--- src/hw/bp_defines.svh ---
`ifndef BP_DEFINES_SVH
`define BP_DEFINES_SVH

// Circular global history buffer
`define GHIST_SIZE      64
`define GHIST_WIDTH     6

`define TAGE_BANK       2

// Fold widths per bank
`define FOLD_IDX_WIDTH  8
`define FOLD_TAG_WIDTH  7

// History length seen by each bank
`define HIST_LEN_0      13
`define HIST_LEN_1      32

`define SC_GHIST_WIDTH  16

// Bank b sits at [b*FOLD_BANK_WIDTH +: FOLD_BANK_WIDTH]
// Index fold in the low bits, tag fold above it
`define FOLD_BANK_WIDTH (`FOLD_IDX_WIDTH + `FOLD_TAG_WIDTH)
`define FOLD_BUS_WIDTH  (`FOLD_BANK_WIDTH * `TAGE_BANK)

`endif

--- src/hw/bp_pkg.sv ---
`default_nettype none

package bp_pkg;

    // Conditional branches in one fetch block
    // Only 0, 1 and 2 are legal
    typedef logic [1:0] cond_cnt_t;

    // Which kind of update the history store applies this cycle
    typedef enum logic [1:0] {
        UPD_NONE   = 2'd0,
        UPD_PRED   = 2'd1, // Speculative append
        UPD_SQUASH = 2'd2  // Checkpoint restore, then append
    } upd_src_e;

endpackage

`default_nettype wire

--- src/hw/fold_history.sv ---
`timescale 1ns/1ps
`default_nettype none

module fold_history import bp_pkg::*; #(
    parameter int FOLD_WIDTH = 8,
    parameter int ORIG_LEN   = 13
) (
    input  logic [FOLD_WIDTH-1:0] origin,
    input  cond_cnt_t             cond_num,
    input  logic                  dir,
    input  logic [1:0]            evict_dir, // [0] is the older bit
    output logic [FOLD_WIDTH-1:0] fold
);

generate
    if (ORIG_LEN < FOLD_WIDTH) begin : g_shift
        // Window fits in the fold, nothing wraps around
        localparam logic [FOLD_WIDTH-1:0] ONE = FOLD_WIDTH'(1);
        localparam logic [FOLD_WIDTH-1:0] LEN_MASK = (ONE << ORIG_LEN) - ONE;

        always_comb begin
            case (cond_num)
                2'd1: fold = ((origin << 1) | FOLD_WIDTH'(dir)) & LEN_MASK;
                2'd2: fold = ((origin << 2) | FOLD_WIDTH'(dir)) & LEN_MASK;
                default: fold = origin;
            endcase
        end
    end else begin : g_rotate
        localparam int POS_AGE_L  = ORIG_LEN % FOLD_WIDTH;       // Age ORIG_LEN lands here
        localparam int POS_AGE_L1 = (ORIG_LEN + 1) % FOLD_WIDTH;
        logic [FOLD_WIDTH-1:0] rot1;
        logic [FOLD_WIDTH-1:0] rot2;

        assign rot1 = {origin[FOLD_WIDTH-2:0], origin[FOLD_WIDTH-1]};
        assign rot2 = {rot1[FOLD_WIDTH-2:0], rot1[FOLD_WIDTH-1]};

        always_comb begin
            fold = origin;
            if (cond_num == 2'd1) begin
                fold = rot1 ^ FOLD_WIDTH'(dir);
                fold[POS_AGE_L] = fold[POS_AGE_L] ^ evict_dir[0];
            end else if (cond_num == 2'd2) begin
                // Two appends, so the older evicted bit moved one place further
                fold = rot2 ^ FOLD_WIDTH'(dir);
                fold[POS_AGE_L] = fold[POS_AGE_L] ^ evict_dir[1];
                fold[POS_AGE_L1] = fold[POS_AGE_L1] ^ evict_dir[0];
            end
        end
    end
endgenerate

endmodule

`default_nettype wire

--- src/hw/hist_arbiter.sv ---
`timescale 1ns/1ps
`default_nettype none

`include "bp_defines.svh"

module hist_arbiter import bp_pkg::*; (
    input  logic                        clk,
    input  logic                        rst,
    input  logic                        pred_req,
    input  cond_cnt_t                   pred_cond_num,
    input  logic                        pred_taken,
    input  logic                        squash_req,
    input  cond_cnt_t                   squash_cond_num,
    input  logic                        squash_taken,
    input  logic [`GHIST_WIDTH-1:0]     squash_ghist_idx,
    input  logic [`FOLD_BUS_WIDTH-1:0]  squash_fold,
    input  logic [`SC_GHIST_WIDTH-1:0]  squash_sc_ghist,
    output logic                        pred_ack,
    output logic                        squash_ack,
    output upd_src_e                    upd_src,
    output cond_cnt_t                   upd_cond_num,
    output logic                        upd_taken,
    output logic [`GHIST_WIDTH-1:0]     upd_ghist_idx,
    output logic [`FOLD_BUS_WIDTH-1:0]  upd_fold,
    output logic [`SC_GHIST_WIDTH-1:0]  upd_sc_ghist
);
    localparam int PORT_PRED   = 0;
    localparam int PORT_SQUASH = 1;

    localparam logic [1:0] ST_IDLE  = 2'd0;
    localparam logic [1:0] ST_APPLY = 2'd1; // upd_src is out this cycle
    localparam logic [1:0] ST_ACKED = 2'd2; // Waiting for req to drop

    logic [1:0] port_st [2];
    logic [1:0] req;
    logic [1:0] grant;
    logic       bus_free;

    assign req = {squash_req, pred_req};

    // A new grant waits until the other handshake has fully closed
    assign bus_free = (port_st[PORT_PRED] == ST_IDLE) && (port_st[PORT_SQUASH] == ST_IDLE);
    assign grant[PORT_SQUASH] = bus_free & squash_req;
    assign grant[PORT_PRED]   = bus_free & pred_req & ~squash_req;

    assign pred_ack   = port_st[PORT_PRED] == ST_ACKED;
    assign squash_ack = port_st[PORT_SQUASH] == ST_ACKED;

    always_ff @(posedge clk or negedge rst) begin
        if (!rst) begin
            port_st[PORT_PRED] <= ST_IDLE;
            port_st[PORT_SQUASH] <= ST_IDLE;
            upd_src <= UPD_NONE;
        end else begin
            for (int i = 0; i < 2; i++) begin
                case (port_st[i])
                    ST_IDLE:  if (grant[i]) port_st[i] <= ST_APPLY;
                    ST_APPLY: port_st[i] <= ST_ACKED;
                    ST_ACKED: if (!req[i]) port_st[i] <= ST_IDLE;
                    default:  port_st[i] <= ST_IDLE;
                endcase
            end
            if (grant[PORT_SQUASH]) begin
                upd_src <= UPD_SQUASH;
            end else if (grant[PORT_PRED]) begin
                upd_src <= UPD_PRED;
            end else begin
                upd_src <= UPD_NONE;
            end
        end
    end

    // Winner's data held for the apply cycle
    always_ff @(posedge clk) begin
        if (grant[PORT_SQUASH]) begin
            upd_cond_num <= squash_cond_num;
            upd_taken <= squash_taken;
            upd_ghist_idx <= squash_ghist_idx;
            upd_fold <= squash_fold;
            upd_sc_ghist <= squash_sc_ghist;
        end else if (grant[PORT_PRED]) begin
            upd_cond_num <= pred_cond_num;
            upd_taken <= pred_taken;
        end
    end

    ack_exclusive: assert property (@(posedge clk) disable iff (!rst)
        !(pred_ack && squash_ack))
        else $error("pred_ack and squash_ack high together");

    pred_ack_rise: assert property (@(posedge clk) disable iff (!rst)
        $rose(pred_ack) |-> pred_req)
        else $error("pred_ack rose without pred_req");

    squash_ack_rise: assert property (@(posedge clk) disable iff (!rst)
        $rose(squash_ack) |-> squash_req)
        else $error("squash_ack rose without squash_req");

    cond_num_legal: assert property (@(posedge clk) disable iff (!rst)
        (!pred_req || pred_cond_num != 2'd3) && (!squash_req || squash_cond_num != 2'd3))
        else $error("cond_num of 3 on a request");

endmodule

`default_nettype wire

--- src/hw/history_ctrl.sv ---
`timescale 1ns/1ps
`default_nettype none

`include "bp_defines.svh"

module history_ctrl import bp_pkg::*; (
    input  logic                        clk,
    input  logic                        rst,
    input  upd_src_e                    upd_src,
    input  cond_cnt_t                   upd_cond_num,
    input  logic                        upd_taken,
    input  logic [`GHIST_WIDTH-1:0]     upd_ghist_idx,
    input  logic [`FOLD_BUS_WIDTH-1:0]  upd_fold,
    input  logic [`SC_GHIST_WIDTH-1:0]  upd_sc_ghist,
    output logic [`GHIST_WIDTH-1:0]     ghist_idx,
    output logic [`FOLD_BUS_WIDTH-1:0]  fold_out,
    output logic [`SC_GHIST_WIDTH-1:0]  sc_ghist
);
    localparam int IDX_W  = `GHIST_WIDTH;
    localparam int SC_W   = `SC_GHIST_WIDTH;
    localparam int IDX_FW = `FOLD_IDX_WIDTH;
    localparam int TAG_FW = `FOLD_TAG_WIDTH;
    localparam int BANK_W = `FOLD_BANK_WIDTH;
    localparam int HIST_LEN [`TAGE_BANK] = '{`HIST_LEN_0, `HIST_LEN_1};

    logic [`GHIST_SIZE-1:0]     ghist;
    logic                       upd_en;
    logic                       squash;
    logic [IDX_W-1:0]           base_idx;
    logic [IDX_W-1:0]           base_idx_n;
    logic [IDX_W-1:0]           next_idx;
    logic [`FOLD_BUS_WIDTH-1:0] base_fold;
    logic [`FOLD_BUS_WIDTH-1:0] next_fold;
    logic [SC_W-1:0]            base_sc;
    logic [SC_W-1:0]            next_sc;

    assign upd_en = upd_src != UPD_NONE;
    assign squash = upd_src == UPD_SQUASH;

    // Squash starts from the checkpoint, prediction from the live state
    assign base_idx  = squash ? upd_ghist_idx : ghist_idx;
    assign base_fold = squash ? upd_fold : fold_out;
    assign base_sc   = squash ? upd_sc_ghist : sc_ghist;

    assign base_idx_n = base_idx + IDX_W'(1);
    assign next_idx   = base_idx + IDX_W'(upd_cond_num); // Wraps modulo buffer size

    always_comb begin
        case (upd_cond_num)
            2'd1: next_sc = {base_sc[SC_W-2:0], upd_taken};
            2'd2: next_sc = {base_sc[SC_W-3:0], 1'b0, upd_taken};
            default: next_sc = base_sc;
        endcase
    end

    for (genvar b = 0; b < `TAGE_BANK; b++) begin : g_bank
        localparam int LEN = HIST_LEN[b];
        logic [IDX_W-1:0] evict_idx;
        logic [IDX_W-1:0] evict_idx_n;
        logic [1:0]       evict_dir;

        // Oldest bits of this bank's window, about to fall out
        assign evict_idx   = base_idx - IDX_W'(LEN);
        assign evict_idx_n = evict_idx + IDX_W'(1);
        assign evict_dir   = {ghist[evict_idx_n], ghist[evict_idx]};

        fold_history #(
            .FOLD_WIDTH (IDX_FW),
            .ORIG_LEN   (LEN)
        ) u_fold_idx (
            .origin    (base_fold[b*BANK_W +: IDX_FW]),
            .cond_num  (upd_cond_num),
            .dir       (upd_taken),
            .evict_dir (evict_dir),
            .fold      (next_fold[b*BANK_W +: IDX_FW])
        );

        fold_history #(
            .FOLD_WIDTH (TAG_FW),
            .ORIG_LEN   (LEN)
        ) u_fold_tag (
            .origin    (base_fold[b*BANK_W+IDX_FW +: TAG_FW]),
            .cond_num  (upd_cond_num),
            .dir       (upd_taken),
            .evict_dir (evict_dir),
            .fold      (next_fold[b*BANK_W+IDX_FW +: TAG_FW])
        );
    end

    always_ff @(posedge clk or negedge rst) begin
        if (!rst) begin
            ghist <= '0;
            ghist_idx <= '0;
            fold_out <= '0;
            sc_ghist <= '0;
        end else if (upd_en) begin
            ghist_idx <= next_idx;
            fold_out <= next_fold;
            sc_ghist <= next_sc;
            if (upd_cond_num == 2'd1) begin
                ghist[base_idx] <= upd_taken;
            end else if (upd_cond_num == 2'd2) begin
                ghist[base_idx] <= 1'b0; // First branch fell through
                ghist[base_idx_n] <= upd_taken;
            end
        end
    end

    upd_cond_legal: assert property (@(posedge clk) disable iff (!rst)
        upd_en |-> upd_cond_num != 2'd3)
        else $error("update applied with cond_num 3");

endmodule

`default_nettype wire

--- src/hw/history_top.sv ---
`timescale 1ns/1ps
`default_nettype none

`include "bp_defines.svh"

module history_top import bp_pkg::*; (
    input  logic                        clk,
    input  logic                        rst,
    input  logic                        pred_req,
    output logic                        pred_ack,
    input  cond_cnt_t                   pred_cond_num,
    input  logic                        pred_taken,
    input  logic                        squash_req,
    output logic                        squash_ack,
    input  cond_cnt_t                   squash_cond_num,
    input  logic                        squash_taken,
    input  logic [`GHIST_WIDTH-1:0]     squash_ghist_idx,
    input  logic [`FOLD_BUS_WIDTH-1:0]  squash_fold,
    input  logic [`SC_GHIST_WIDTH-1:0]  squash_sc_ghist,
    output logic [`GHIST_WIDTH-1:0]     ghist_idx,
    output logic [`FOLD_BUS_WIDTH-1:0]  fold_out,
    output logic [`SC_GHIST_WIDTH-1:0]  sc_ghist
);
    upd_src_e                   upd_src;
    cond_cnt_t                  upd_cond_num;
    logic                       upd_taken;
    logic [`GHIST_WIDTH-1:0]    upd_ghist_idx;
    logic [`FOLD_BUS_WIDTH-1:0] upd_fold;
    logic [`SC_GHIST_WIDTH-1:0] upd_sc_ghist;

    hist_arbiter u_arb (
        .clk              (clk),
        .rst              (rst),
        .pred_req         (pred_req),
        .pred_cond_num    (pred_cond_num),
        .pred_taken       (pred_taken),
        .squash_req       (squash_req),
        .squash_cond_num  (squash_cond_num),
        .squash_taken     (squash_taken),
        .squash_ghist_idx (squash_ghist_idx),
        .squash_fold      (squash_fold),
        .squash_sc_ghist  (squash_sc_ghist),
        .pred_ack         (pred_ack),
        .squash_ack       (squash_ack),
        .upd_src          (upd_src),
        .upd_cond_num     (upd_cond_num),
        .upd_taken        (upd_taken),
        .upd_ghist_idx    (upd_ghist_idx),
        .upd_fold         (upd_fold),
        .upd_sc_ghist     (upd_sc_ghist)
    );

    history_ctrl u_ctrl (
        .clk           (clk),
        .rst           (rst),
        .upd_src       (upd_src),
        .upd_cond_num  (upd_cond_num),
        .upd_taken     (upd_taken),
        .upd_ghist_idx (upd_ghist_idx),
        .upd_fold      (upd_fold),
        .upd_sc_ghist  (upd_sc_ghist),
        .ghist_idx     (ghist_idx),
        .fold_out      (fold_out),
        .sc_ghist      (sc_ghist)
    );

endmodule

`default_nettype wire

--- config.mk ---
export PLATFORM = sky130hd
export DESIGN_NAME = history_top
export DESIGN_NICKNAME = d
export VERILOG_FILES = /design/src/hw/bp_pkg.sv /design/src/hw/fold_history.sv /design/src/hw/hist_arbiter.sv /design/src/hw/history_ctrl.sv /design/src/hw/history_top.sv
export VERILOG_INCLUDE_DIRS = /design/src /design/src/hw
export SDC_FILE = /design/constraint.sdc
export NUM_CORES = 1
export LEC_CHECK = 0
export BUFFER_PORTS_ARGS = -buffer_cell sky130_fd_sc_hd__buf_2
export CELL_PAD_IN_SITES_DETAIL_PLACEMENT = 1
export CELL_PAD_IN_SITES_GLOBAL_PLACEMENT = 1
export CORE_MARGIN = 2
export CORE_UTILIZATION = 50
export DETAILED_ROUTE_END_ITERATION = 10
export GPL_TIMING_DRIVEN = 1
export HOLD_SLACK_MARGIN = 0.03
export PLACE_DENSITY = 0.88
export SYNTH_ARGS = -nofsm -noshare
export SYNTH_HDL_FRONTEND = slang
export SYNTH_SLANG_ARGS = --single-unit
--- constraint.sdc ---
create_clock -name clk -period 9.7 [get_ports clk]
set_input_delay 0.485 -clock clk [delete_from_list [all_inputs] [get_ports clk]]
set_output_delay 0.485 -clock clk [all_outputs]
set_load 0.05 [all_outputs]
==> metrics.yaml <==
syn_area_per_cell_um2: 8.837
drt-initial-drc-count: 1320
hpwl_um: 33680
fp-row-count: 57
clk_latency_ns: 0.45
vias_per_cell: 7.013
die_x_um: 159.9
period_minus_slack_ns: 5.962
cts_sinks: 177
grt_pass1_wl_um: 75200
ys.flop_type: "dfrtp_1"
required_ns: 10.02
fin_tns_setup_ns: 0
die_h_um: 159.9
gp_congestion: 1.006
final_max_slew_viol_count: 0
h-tree-depth: 4
clockRootBuffer: "clkbuf_16"
numCtsBuffers: 17
clockBufferDepth: 2
drtPass1Iterations: 5
fin_crit_sh_pct: 61.46
antenna_found_initial: 0
clkTransAtPathRegs_ns: 0.09
ctsHoldBuffers: 0
instances_no_fill: 1765
grt_use_met3_pct: 6.156
hp-class: "input pin to async pin"
postLayoutCellArea_um2: 13500
use_met1_pct: 49.80
dieArea_um2: 25580
rsz0062_at_grt: "false"
clock-skew-final_ns: 0.02009
worstMarginPinSlew_ns: 1.242
via_count: 12380
reg2reg_depth: 13
place_area_um2: 12910
synth_largest_area_cell: "dfrtp_1"
timing.hold.ws_ns: 0.05211
cp-end-kind: "flop"
yosys.cell_types.count: 73
synth_edf_count: 55
drc: 0
synth_cells: 1376
cts_tree: "yes"
ant_nets: 0
r2r-start: "u_arb.upd_src[0]$_DFF_PN0_"
num_io_pins: 116
synthesis.nets: 1444
synthesis.yosys.warnings: 0
synth_area_leaders: "dfrtp_1, edfxtp_1, mux2i_1"
reg2reg_to: "u_ctrl.fold_out[6]$_DFFE_PN0N_"
syn_to_final_growth_pct: 11.06
path_class: "flop to flop"
gr-usage-met2_pct: 61.35
post-place-cells: 1733
wl_per_cell_um: 27.50
worstPathArrival_ns: 6.28
nets: 1496
ctsResizeCount: 0
setup_viol: 0
nFillCells: 2871
initial_core_util_pct: 50.44
slew-limit-headroom_pct: 16.91
reg2reg_setup_slack_ns: 3.74
crit_fanout: 60
grt_overflow: 0
ys_seq_elements: 177
busiest_layer: "met2"
grt_pass1_vias: 12510
synth_top_cell_area_share_pct: 25.11
postCtsSetupRepairBufs: 0
finalHoldViolations: 0
drive_gt1_share_pct: 15.68
gr-usage-all-layers_pct: 37.79
io_buffers: 115
max_freq_mhz: 167.7
diodes: 0
status: "completed"
grt_start_max_net_pins: 73
maxCapViolations: 0
coreArea_um2: 24110
synth.cell_area_um2: 12160
routed_wl_um: 48540
seq_area_frac_synth_pct: 38.69
critPathLaunchType: "flop"
synthArstFlopShare_pct: 68.93
## cell type report
type | count | area, um^2 | share of cell area [%]
multi-input cells | 1063 | 6930 | 51.32
flip-flops and latches | 177 | 4705 | 34.84
repair buffers | 138 | 754.5 | 5.587
clock buffers | 18 | 429.2 | 3.178
well taps | 324 | 405.4 | 3.002
clock inverters | 14 | 162.7 | 1.204
inverters | 31 | 117.6 | 0.8709
## stage by stage
stage	util [%]	worst slack, ns
2_1_floorplan	-	5.870
3_3_place_gp	53.57	4.120
3_5_place_dp	53.57	3.844
4_1_cts	56.02	3.776
5_1_grt	56.02	3.305
6_report	56.02	3.738
## logic make-up after synthesis
group | Yosys count | synth area share, %
buffers and inverters | 136 | 4.672
AOI/OAI and AO/OA | 465 | 25.16
and+or+nand+nor | 430 | 15.30
muxes | 133 | 13.34
adders and majority gates | 7 | 0.6997
DFF | 177 | 38.69
xor gates and xnor gates | 28 | 2.140
## placed cells by master (no fill, tap or decap), types with 6 or more instances in the layout
cell	netlist	layout
nor3_1	22	19
nor4_1	6	6
o22ai_1	6	6
a22oi_1	57	57
a21oi_1	80	80
and3_1	6	6
a31oi_1	21	21
a32oi_1	25	25
nand3_1	25	25
o311ai_0	7	7
xnor2_1	23	23
dfrtp_1	122	122
nor2b_1	7	6
clkbuf_16	0	17
mux2_2	12	12
o21ai_0	129	129
and2_1	9	8
mux2i_1	97	97
a211oi_1	56	56
nor2_1	124	123
o31ai_1	8	8
nand2_1	202	201
mux4_2	20	20
buf_4	4	23
o2111ai_1	12	12
a221oi_1	9	9
inv_1	28	28
edfxtp_1	55	55
buf_2	15	114
o211ai_1	19	19
## worst max-delay path, stage by stage (launching register included)
cell	delay [ns]
dfrtp_1	0.66
nand2b_2	0.21
buf_4	0.55
mux2_4	0.27
buf_4	0.66
clkinv_2	0.56
ha_1	0.49
xnor2_2	0.59
mux4_2	0.59
mux2i_1	0.16
mux2i_1	0.19
mux2i_1	0.35
mux2i_1	0.13
o41a_1	0.38
## routing by layer
| layer | part of all wire (%) | up-vias |
|---|---|---|
| li1 | - | 5270 |
| met1 | 39 | 6153 |
| met2 | 47 | 774 |
| met3 | 9.5 | 181 |
| met4 | 5.1 | 0 |
| met5 | 0 | - |
## Yosys cell counts, drive strengths merged, types with 4 or more instances
| cell type | instances |
|---|---|
| ha | 6 |
| mux2i | 100 |
| or3 | 5 |
| nor3 | 22 |
| a32oi | 25 |
| dfrtp | 122 |
| a221o | 4 |
| buf | 30 |
| nand3 | 25 |
| a221oi | 9 |
| nor2b | 7 |
| inv | 29 |
| edfxtp | 55 |
| o22ai | 6 |
| nor4 | 7 |
| a21oi | 81 |
| o311ai | 7 |
| a31oi | 22 |
| mux2 | 13 |
| a21boi | 5 |
| mux4 | 20 |
| a211oi | 56 |
| o21ai | 130 |
| nor2 | 124 |
| and3 | 6 |
| nand2 | 202 |
| and2 | 9 |
| nand2b | 4 |
| a2111oi | 4 |
| o2111ai | 12 |
| o211ai | 20 |
| xnor2 | 25 |
| and3b | 4 |
| clkbuf | 75 |
| o31ai | 8 |
| a22oi | 58 |
## state kept, by name (all words and copies together) (netlist names)
name	flops
u_arb.upd_taken	1
u_arb.upd_ghist_idx	6
u_arb.upd_sc_ghist	16
u_ctrl.sc_ghist	16
u_ctrl.ghist_idx	6
u_arb.upd_fold	30
u_ctrl.ghist	64
u_arb.port_st	4
u_arb.upd_cond_num	2
u_arb.upd_src	2
u_ctrl.fold_out	30
## how the worst max path moves through the flow
stage | startpoint | endpoint | cells after the start
finish | u_arb.upd_src[0]$_DFF_PN0_ | u_ctrl.fold_out[6]$_DFFE_PN0N_ | 13
CTS | u_arb.upd_src[0]$_DFF_PN0_ | u_ctrl.fold_out[6]$_DFFE_PN0N_ | 13
detailed placement | u_arb.upd_src[0]$_DFF_PN0_ | u_ctrl.fold_out[6]$_DFFE_PN0N_ | 13
floorplan | u_ctrl.ghist_idx[0]$_DFFE_PN0N_ | u_ctrl.fold_out[6]$_DFFE_PN0N_ | 12
global route | u_arb.upd_src[0]$_DFF_PN0_ | u_ctrl.fold_out[6]$_DFFE_PN0N_ | 13
global placement | u_arb.upd_src[0]$_DFF_PN0_ | u_ctrl.fold_out[6]$_DFFE_PN0N_ | 13
Power is not shown: default switching activity piles up to over one toggle a cycle in this logic, so the estimate is an artifact.
